`src/fetch_pkg.sv`:
```
package fetch_pkg;

    typedef logic [31:0] addr_t;    // byte address
    typedef logic [31:0] word_t;    // one instruction memory word
    typedef logic [15:0] half_t;    // 16-bit parcel

    typedef struct packed {
        half_t hi;                  // bits 31:16 of the word
        half_t lo;                  // bits 15:0 of the word
    } half_pair_t;

    // an arriving word is read whole or as two parcels
    typedef union packed {
        word_t      word;
        half_pair_t half;
    } fetch_word_u;

    typedef struct packed {
        addr_t addr;                // always word aligned
        logic  valid;
    } fetch_req_t;

    typedef struct packed {
        fetch_word_u data;
        logic        arrived;       // one-cycle strobe
    } fetch_rsp_t;

    typedef struct packed {
        addr_t pc;
        word_t inst;                // compressed forms sit in bits 15:0
        logic  done;
    } buf_out_t;

    typedef struct packed {
        addr_t pc;
        word_t inst;
        logic  compressed;
        logic  illegal;
    } fetch_out_t;

    // any parcel whose low two bits are not 2'b11 is a 16-bit instruction
    function automatic logic is_compressed(half_t h);
        return h[1:0] != 2'b11;
    endfunction

endpackage
```
`src/fetch_unit.sv`:
```
module fetch_unit #(
    parameter fetch_pkg::addr_t RESET_PC  = 32'h200,
    parameter int               MEM_WORDS = 64
) (
    input  logic                  clk,
    input  logic                  n_rst,
    input  logic                  load_en,
    input  fetch_pkg::addr_t      load_addr,     // word index
    input  fetch_pkg::word_t      load_data,
    input  logic                  redirect,      // one-cycle pulse
    input  fetch_pkg::addr_t      redirect_pc,
    input  logic                  run,
    output fetch_pkg::fetch_out_t out,
    output logic                  out_valid
);
    import fetch_pkg::*;

    fetch_req_t req;
    fetch_rsp_t rsp;
    buf_out_t   buf_out;

    imem_port #(
        .MEM_WORDS(MEM_WORDS)
    ) imem_port_inst (
        .clk      (clk),
        .n_rst    (n_rst),
        .load_en  (load_en),
        .load_addr(load_addr),
        .load_data(load_data),
        .redirect (redirect),
        .run      (run),
        .req      (req),
        .rsp      (rsp)
    );

    // splits words into 16 and 32 bit instructions
    fetch_buffer #(
        .RESET_PC(RESET_PC)
    ) fetch_buffer_inst (
        .clk        (clk),
        .n_rst      (n_rst),
        .redirect   (redirect),
        .redirect_pc(redirect_pc),
        .rsp        (rsp),
        .req        (req),
        .out        (buf_out)
    );

    rvc_expander rvc_expander_inst (
        .clk      (clk),
        .n_rst    (n_rst),
        .in       (buf_out),
        .out      (out),
        .out_valid(out_valid)
    );

endmodule

```
`src/rvc_expander.sv`:
```
module rvc_expander (
    input  logic                  clk,
    input  logic                  n_rst,
    input  fetch_pkg::buf_out_t   in,
    output fetch_pkg::fetch_out_t out,
    output logic                  out_valid
);
    import fetch_pkg::*;

    localparam logic [6:0] OP_IMM = 7'b0010011;
    localparam logic [6:0] OP_LUI = 7'b0110111;
    localparam logic [6:0] OP_REG = 7'b0110011;
    localparam logic [6:0] OP_JAL = 7'b1101111;

    half_t       c;
    logic [4:0]  rd;
    logic [4:0]  rs2;
    logic [11:0] imm6;           // sign-extended 6-bit immediate
    logic [19:0] lui_imm;
    logic [20:0] j_off;
    logic        is_c;
    word_t       exp_inst;
    logic        exp_illegal;

    assign c    = in.inst[15:0];
    assign rd   = c[11:7];
    assign rs2  = c[6:2];
    assign is_c = is_compressed(c);

    assign imm6    = {{6{c[12]}}, c[12], c[6:2]};
    assign lui_imm = {{14{c[12]}}, c[12], c[6:2]};

    // scattered c.j offset bits
    assign j_off = {{9{c[12]}}, c[12], c[8], c[10:9], c[6], c[7], c[2], c[11],
                    c[5:3], 1'b0};

    always_comb begin
        exp_inst    = in.inst;                     // full words and unsupported forms pass
        exp_illegal = 1'b1;
        case ({c[1:0], c[15:13]})
            5'b01_000: begin                       // c.addi and c.nop
                exp_inst    = {imm6, rd, 3'b000, rd, OP_IMM};
                exp_illegal = 1'b0;
            end
            5'b01_010: begin                       // c.li
                exp_inst    = {imm6, 5'd0, 3'b000, rd, OP_IMM};
                exp_illegal = 1'b0;
            end
            5'b01_011: begin
                // rd of 2 is c.addi16sp and a zero immediate is reserved
                if (rd != 5'd2 && lui_imm != '0) begin
                    exp_inst    = {lui_imm, rd, OP_LUI};
                    exp_illegal = 1'b0;
                end
            end
            5'b01_101: begin                       // c.j
                exp_inst    = {j_off[20], j_off[10:1], j_off[11], j_off[19:12],
                               5'd0, OP_JAL};
                exp_illegal = 1'b0;
            end
            5'b10_100: begin
                if (rs2 != 5'd0) begin             // zero rs2 means jr, jalr, ebreak
                    if (c[12]) begin
                        exp_inst = {7'b0000000, rs2, rd, 3'b000, rd, OP_REG};    // c.add
                    end else begin
                        exp_inst = {7'b0000000, rs2, 5'd0, 3'b000, rd, OP_REG};  // c.mv
                    end
                    exp_illegal = 1'b0;
                end
            end
            default: begin
            end
        endcase
    end

    always_ff @(posedge clk, negedge n_rst) begin
        if (!n_rst) begin
            out_valid <= 1'b0;
        end else begin
            out_valid <= in.done;
        end
    end

    always_ff @(posedge clk) begin
        if (in.done) begin
            out.pc         <= in.pc;
            out.inst       <= exp_inst;
            out.compressed <= is_c;
            out.illegal    <= is_c & exp_illegal;
        end
    end

endmodule

```
`src/fetch_buffer.sv`:
```
module fetch_buffer #(
    parameter fetch_pkg::addr_t RESET_PC = 32'h200
) (
    input  logic                  clk,
    input  logic                  n_rst,
    input  logic                  redirect,
    input  fetch_pkg::addr_t      redirect_pc,
    input  fetch_pkg::fetch_rsp_t rsp,
    output fetch_pkg::fetch_req_t req,
    output fetch_pkg::buf_out_t   out
);
    import fetch_pkg::*;

    addr_t pc;                 // pc of the next instruction to finish
    addr_t next_pc;
    addr_t count_read;         // aligned address of the next word to read
    addr_t next_count_read;
    half_t saved;              // upper parcel waiting for its second half
    half_t next_saved;
    logic  combine_q;
    logic  combine;
    logic  wait_next_q;
    logic  wait_next;
    logic  skip_q;             // misaligned target drops the first lower parcel
    logic  skip;
    word_t final_inst;
    logic  finished;
    half_t lo_half;
    half_t hi_half;

    // same arriving word viewed as two parcels
    assign lo_half = rsp.data.half.lo;
    assign hi_half = rsp.data.half.hi;

    always_ff @(posedge clk, negedge n_rst) begin
        if (!n_rst) begin
            pc          <= RESET_PC;
            count_read  <= {RESET_PC[31:2], 2'b00};
            combine_q   <= 1'b0;
            wait_next_q <= 1'b0;
            skip_q      <= RESET_PC[1];
        end else if (redirect || rsp.arrived) begin
            pc          <= next_pc;
            count_read  <= next_count_read;
            combine_q   <= combine;
            wait_next_q <= wait_next;
            skip_q      <= skip;
        end
    end

    always_ff @(posedge clk) begin
        saved <= next_saved;
    end

    always_comb begin
        next_pc         = pc;
        next_count_read = count_read;
        next_saved      = saved;
        combine         = combine_q;
        wait_next       = wait_next_q;
        skip            = skip_q;
        final_inst      = '0;
        finished        = 1'b0;

        if (redirect) begin
            next_count_read = {redirect_pc[31:2], 2'b00};
            next_pc         = redirect_pc;                 // may be halfword aligned
            combine         = 1'b0;
            wait_next       = 1'b0;
            skip            = redirect_pc[1];
        end else if (rsp.arrived) begin
            combine   = 1'b0;
            wait_next = 1'b0;
            skip      = 1'b0;
            if (skip_q) begin
                next_count_read = count_read + 32'd4;
                if (is_compressed(hi_half)) begin
                    final_inst = {16'h0000, hi_half};
                    next_pc    = pc + 32'd2;
                    finished   = 1'b1;
                end else begin
                    next_saved = hi_half;                  // straddles into next word
                    combine    = 1'b1;
                end
            end else if (combine_q) begin
                final_inst = {lo_half, saved};             // stitched instruction
                next_pc    = pc + 32'd4;
                finished   = 1'b1;
                if (is_compressed(hi_half)) begin
                    wait_next = 1'b1;                      // read this word again
                end else begin
                    next_saved      = hi_half;
                    combine         = 1'b1;
                    next_count_read = count_read + 32'd4;
                end
            end else if (wait_next_q) begin
                final_inst      = {16'h0000, hi_half};
                next_pc         = pc + 32'd2;
                finished        = 1'b1;
                next_count_read = count_read + 32'd4;
            end else if (is_compressed(lo_half)) begin
                final_inst = {16'h0000, lo_half};
                next_pc    = pc + 32'd2;
                finished   = 1'b1;
                if (is_compressed(hi_half)) begin
                    wait_next = 1'b1;
                end else begin
                    next_saved      = hi_half;
                    combine         = 1'b1;
                    next_count_read = count_read + 32'd4;
                end
            end else begin
                final_inst      = rsp.data.word;           // aligned full word
                next_pc         = pc + 32'd4;
                finished        = 1'b1;
                next_count_read = count_read + 32'd4;
            end
        end
    end

    always_comb begin
        req.addr  = count_read;
        req.valid = ~redirect;          // address is stale while reloading
        out.pc    = pc;
        out.inst  = final_inst;
        out.done  = finished;
    end

endmodule

```
`src/imem_port.sv`:
```
module imem_port #(
    parameter int MEM_WORDS = 64
) (
    input  logic                  clk,
    input  logic                  n_rst,
    input  logic                  load_en,
    input  fetch_pkg::addr_t      load_addr,     // word index
    input  fetch_pkg::word_t      load_data,
    input  logic                  redirect,
    input  logic                  run,
    input  fetch_pkg::fetch_req_t req,
    output fetch_pkg::fetch_rsp_t rsp
);
    import fetch_pkg::*;

    word_t mem [MEM_WORDS];
    word_t rdata;
    logic  outstanding;
    logic  issue;
    addr_t rd_index;
    addr_t wr_index;

    // word address wraps onto the array depth
    assign rd_index = (req.addr >> 2) % addr_t'(MEM_WORDS);
    assign wr_index = load_addr % addr_t'(MEM_WORDS);

    // one read in flight at a time, loads and redirects take the cycle
    assign issue = run & req.valid & ~outstanding & ~load_en & ~redirect;

    always_ff @(posedge clk, negedge n_rst) begin
        if (!n_rst) begin
            outstanding <= 1'b0;
        end else begin
            outstanding <= issue;              // read returns next cycle
        end
    end

    always_ff @(posedge clk) begin
        if (load_en) begin
            mem[wr_index] <= load_data;
        end
        if (issue) begin
            rdata <= mem[rd_index];            // address sampled at issue
        end
    end

    // a redirect in the return cycle drops the word
    always_comb begin
        rsp.data.word = rdata;
        rsp.arrived   = outstanding & ~redirect;
    end

endmodule

```
`config.mk`:
```
export PLATFORM = sky130hd
export DESIGN_NAME = fetch_unit
export DESIGN_NICKNAME = d
export VERILOG_FILES = /design/src/fetch_pkg.sv /design/src/fetch_unit.sv /design/src/rvc_expander.sv /design/src/fetch_buffer.sv /design/src/imem_port.sv
export SDC_FILE = /design/constraint.sdc
export NUM_CORES = 2
export LEC_CHECK = 0
export ABC_AREA = 1
export BUFFER_PORTS_ARGS = -buffer_cell sky130_fd_sc_hd__buf_2
export CAP_MARGIN = 5
export CELL_PAD_IN_SITES_DETAIL_PLACEMENT = 0
export CELL_PAD_IN_SITES_GLOBAL_PLACEMENT = 2
export CORE_AREA = 3 3 508 510
export CTS_CLUSTER_SIZE = 14
export DETAILED_ROUTE_END_ITERATION = 10
export DIE_AREA = 0 0 511 513
export PLACE_DENSITY = 0.68
export SETUP_SLACK_MARGIN = 0.5
export SYNTH_ARGS = -nofsm -noshare
export SYNTH_HDL_FRONTEND = slang
export SYNTH_SLANG_ARGS = --single-unit
```
`constraint.sdc`:
```
create_clock -name clk -period 5.44 [get_ports clk]
set_clock_uncertainty 0.05 [all_clocks]
set_input_delay 1.088 -clock clk [delete_from_list [all_inputs] [get_ports clk]]
set_output_delay 1.088 -clock clk [all_outputs]
set_load 0.01 [all_outputs]
```
==> impl_metrics.env <==
export IMPL_outcome="completed"
export IMPL_vias=55600
export IMPL_synthesis_area_um2=88700
export IMPL_cts_resized=0
export IMPL_post_cts_buffers=0
export IMPL_fp_dieH_um=513
export IMPL_fin_cells=10500
export IMPL_power_mw=37.5
export IMPL_row_count=185
export IMPL_clk_pin_slew_worst_paths_ps=60
export IMPL_grt_pass1_vias=53800
export IMPL_synth_ff_type="edfxtp_1"
export IMPL_placed_cell_area_um2=94200
export IMPL_worstPathRequired_ps=5900
export IMPL_grt_pass1_wl_mm=368
export IMPL_finalNetCount=7009
export IMPL_cts_tree="yes"
export IMPL_dr_pass1_iters=5
export IMPL_start_kind="flop"
export IMPL_cts_buffers=224
export IMPL_clock_sinks=2205
export IMPL_holdBufCountCts=0
export IMPL_start_util_pct=34.9
export IMPL_wirelength_mm=252
export IMPL_avgSynthCellArea_um2=13.0
export IMPL_hold_viol_final=0
export IMPL_die_area_um2=262000
export IMPL_portBuffers=141
export IMPL_synthTopCellsByArea="edfxtp_1 (73%), nor2_1 (6.2%), o21ai_0 (4.2%), o32ai_1 (2.5%), nand2_1 (2.0%)"
export IMPL_clk_latency_ps=860
export IMPL_cp_startpoint="fetch_buffer_inst.count_read[3]$_DFFE_PN0N_"
export IMPL_yosysTopAreaCell="edfxtp_1"
export IMPL_finalInstanceArea_um2=101000
export IMPL_grt_max_degree=137
export IMPL_htree_levels=4
export IMPL_hpwl_mm=142
export IMPL_place_gp_congestion=0.800
export IMPL_tightest_slew_ps=1220
export IMPL_power_density_nw_per_um2=371
export IMPL_die_width_um=511
export IMPL_period_share_pct=65.5
export IMPL_ys_warn_count=0
export IMPL_clk_path_buf_depth=3
export IMPL_ant_nets=0
export IMPL_yosysMostFrequentCell="edfxtp_1"
export IMPL_cts_root_buf="clkbuf_16"
export IMPL_dp_slack_ps=1260
export IMPL_finalWorstSetupSlack_ps=1880
export IMPL_yosys_register_bits=2205
export IMPL_report_final_slew_viol_count=0
export IMPL_ys_types=48
export IMPL_r2r_start="fetch_buffer_inst.count_read[3]$_DFFE_PN0N_"
export IMPL_rsz0062_at_grt="no"
export IMPL_maxCapViolations=0
export IMPL_peakVddDrop_v=0.000282
export IMPL_drive_gt1_share_pct=10.4
export IMPL_yosysSeqAreaShare_pct=74.4
export IMPL_grt_total_usage_pct=18.7
export IMPL_synthCells=6803
export IMPL_period_minus_slack_ps=3560
export IMPL_io_pins=168
export IMPL_fin_tns_setup_ps=0
export IMPL_setup_violations_final=0
export IMPL_syn_nets=6907
export IMPL_grt_ovfl_total=0
export IMPL_p_leak_nw=32.8
export IMPL_fin_util_pct=39.8
export IMPL_crit_arrival_ps=4030
export IMPL_relSlewSlack_pct=18.6
export IMPL_drc=0
export IMPL_antenna_found_initial=23
export IMPL_synthArstFlopShare_pct=1.95
export IMPL_area_growth_pct=13.9
export IMPL_worstSetupPathType="flop to flop"
export IMPL_holdCritPathClass="primary input to asynchronous set/reset pin"
export IMPL_netlist_top_cells_count="edfxtp_1 (2162), nor2_1 (1460), o21ai_0 (742), nand2_1 (470), nand3_1 (352)"
export IMPL_wl_per_cell_um=24.0
export IMPL_drt_initial_drc_count=4533
export IMPL_via_per_inst=5.31
export IMPL_place_inst=10000
export IMPL_synth_top_cell_area_share_pct=73.2
export IMPL_core_um2=254000
export IMPL_worst_hold_slack_ps=113
export IMPL_crit_fanout=39
export IMPL_clock_fmax_ghz=0.281
export IMPL_synth_edf_count=2162
export IMPL_endpoint_kind="flop"
power breakdown:
group	leakage (nW)	switching [mW]	internal (mW)
logic	9.46	2.77	1.03
clock network	3.37	6.49	8.10
registers	19.9	0.191	18.9
final timing paths:
check,slack [ps],depth (start not counted),endpoint
setup / recovery,1880,8,imem_port_inst.rdata[16]$_DFFE_PP_
hold / removal,110,1,fetch_buffer_inst.pc[2]$_DFFE_PN0P_
setup reg to reg,1880,8,imem_port_inst.rdata[16]$_DFFE_PP_
hold reg to reg,400,0,rvc_expander_inst.out[34]$_DFFE_PP_
max in group asynchronous,4370,2,fetch_buffer_inst.count_read[4]$_DFFE_PN0N_
min in group clk,400,0,rvc_expander_inst.out[34]$_DFFE_PP_
cell type report:
class | count | area [um^2]
fill | 23800 | 153000
antenna | 11 | 27.5
clock buffer | 281 | 5920
multi-input combinational | 4009 | 20900
clock inverter | 133 | 988
tap | 3366 | 4210
sequential | 2205 | 66000
inverter | 137 | 538
timing repair buffer | 328 | 2550
cell families (layout without fill, tap and decap cells):
family / after synthesis / after routing / share of synthesized area, %
and+or+nand+nor: 2364 / 2364 / 10.8
DFF: 2205 / 2205 / 74.4
AOI/OAI and AO/OA: 1507 / 1507 / 10.6
buffers and inverters: 589 / 879 / 2.68
muxes: 123 / 123 / 1.39
xor gates and xnor gates: 12 / 12 / 0.118
adders and majority gates: 3 / 3 / 0.0423
other: 0 / 11 / 0
layout by cell type, fill, tap and decap left out, drive strengths merged, types with 11 or more instances in the layout:
| cell | synthesis | final |
|---|---|---|
| diode | 0 | 11 |
| mux2i | 123 | 123 |
| nor2 | 1469 | 1469 |
| o211ai | 174 | 174 |
| inv | 133 | 135 |
| nand4 | 25 | 25 |
| nand2 | 479 | 479 |
| clkbuf | 315 | 281 |
| clkinv | 4 | 124 |
| nor3 | 24 | 24 |
| a21oi | 166 | 166 |
| o221ai | 105 | 105 |
| o22ai | 30 | 30 |
| o21ai | 755 | 755 |
| dfrtp | 42 | 42 |
| edfxtp | 2162 | 2162 |
| nand3 | 356 | 356 |
| buf | 137 | 328 |
| o32ai | 258 | 258 |
flip-flops by register name, indices dropped and copies added (netlist names):
name / count
imem_port_inst.mem: 2048
rvc_expander_inst.out_valid: 1
fetch_buffer_inst.saved: 16
fetch_buffer_inst.wait_next_q: 1
fetch_buffer_inst.pc: 32
fetch_buffer_inst.skip_q: 1
imem_port_inst.outstanding: 1
fetch_buffer_inst.count_read: 6
imem_port_inst.rdata: 32
fetch_buffer_inst.combine_q: 1
rvc_expander_inst.out: 66
layer usage:
metal,vias up,share of wire [%],track usage (%)
li1,25600,-,-
met1,28300,45,26.4
met2,1469,47,30.2
met3,313,5.6,3.26
met4,6,1.9,4.21
met5,-,0.10,0
critical path, cell delays in order, from the launching register on:
cell      delay, ps
dfrtp_4        1060
buf_4           530
nor2_1           90
o21ai_0          90
o21ai_0         110
o211ai_1        380
nand3_1         250
nand3_1         300
nand2_1         250
(Power assumes the default switching activity.)
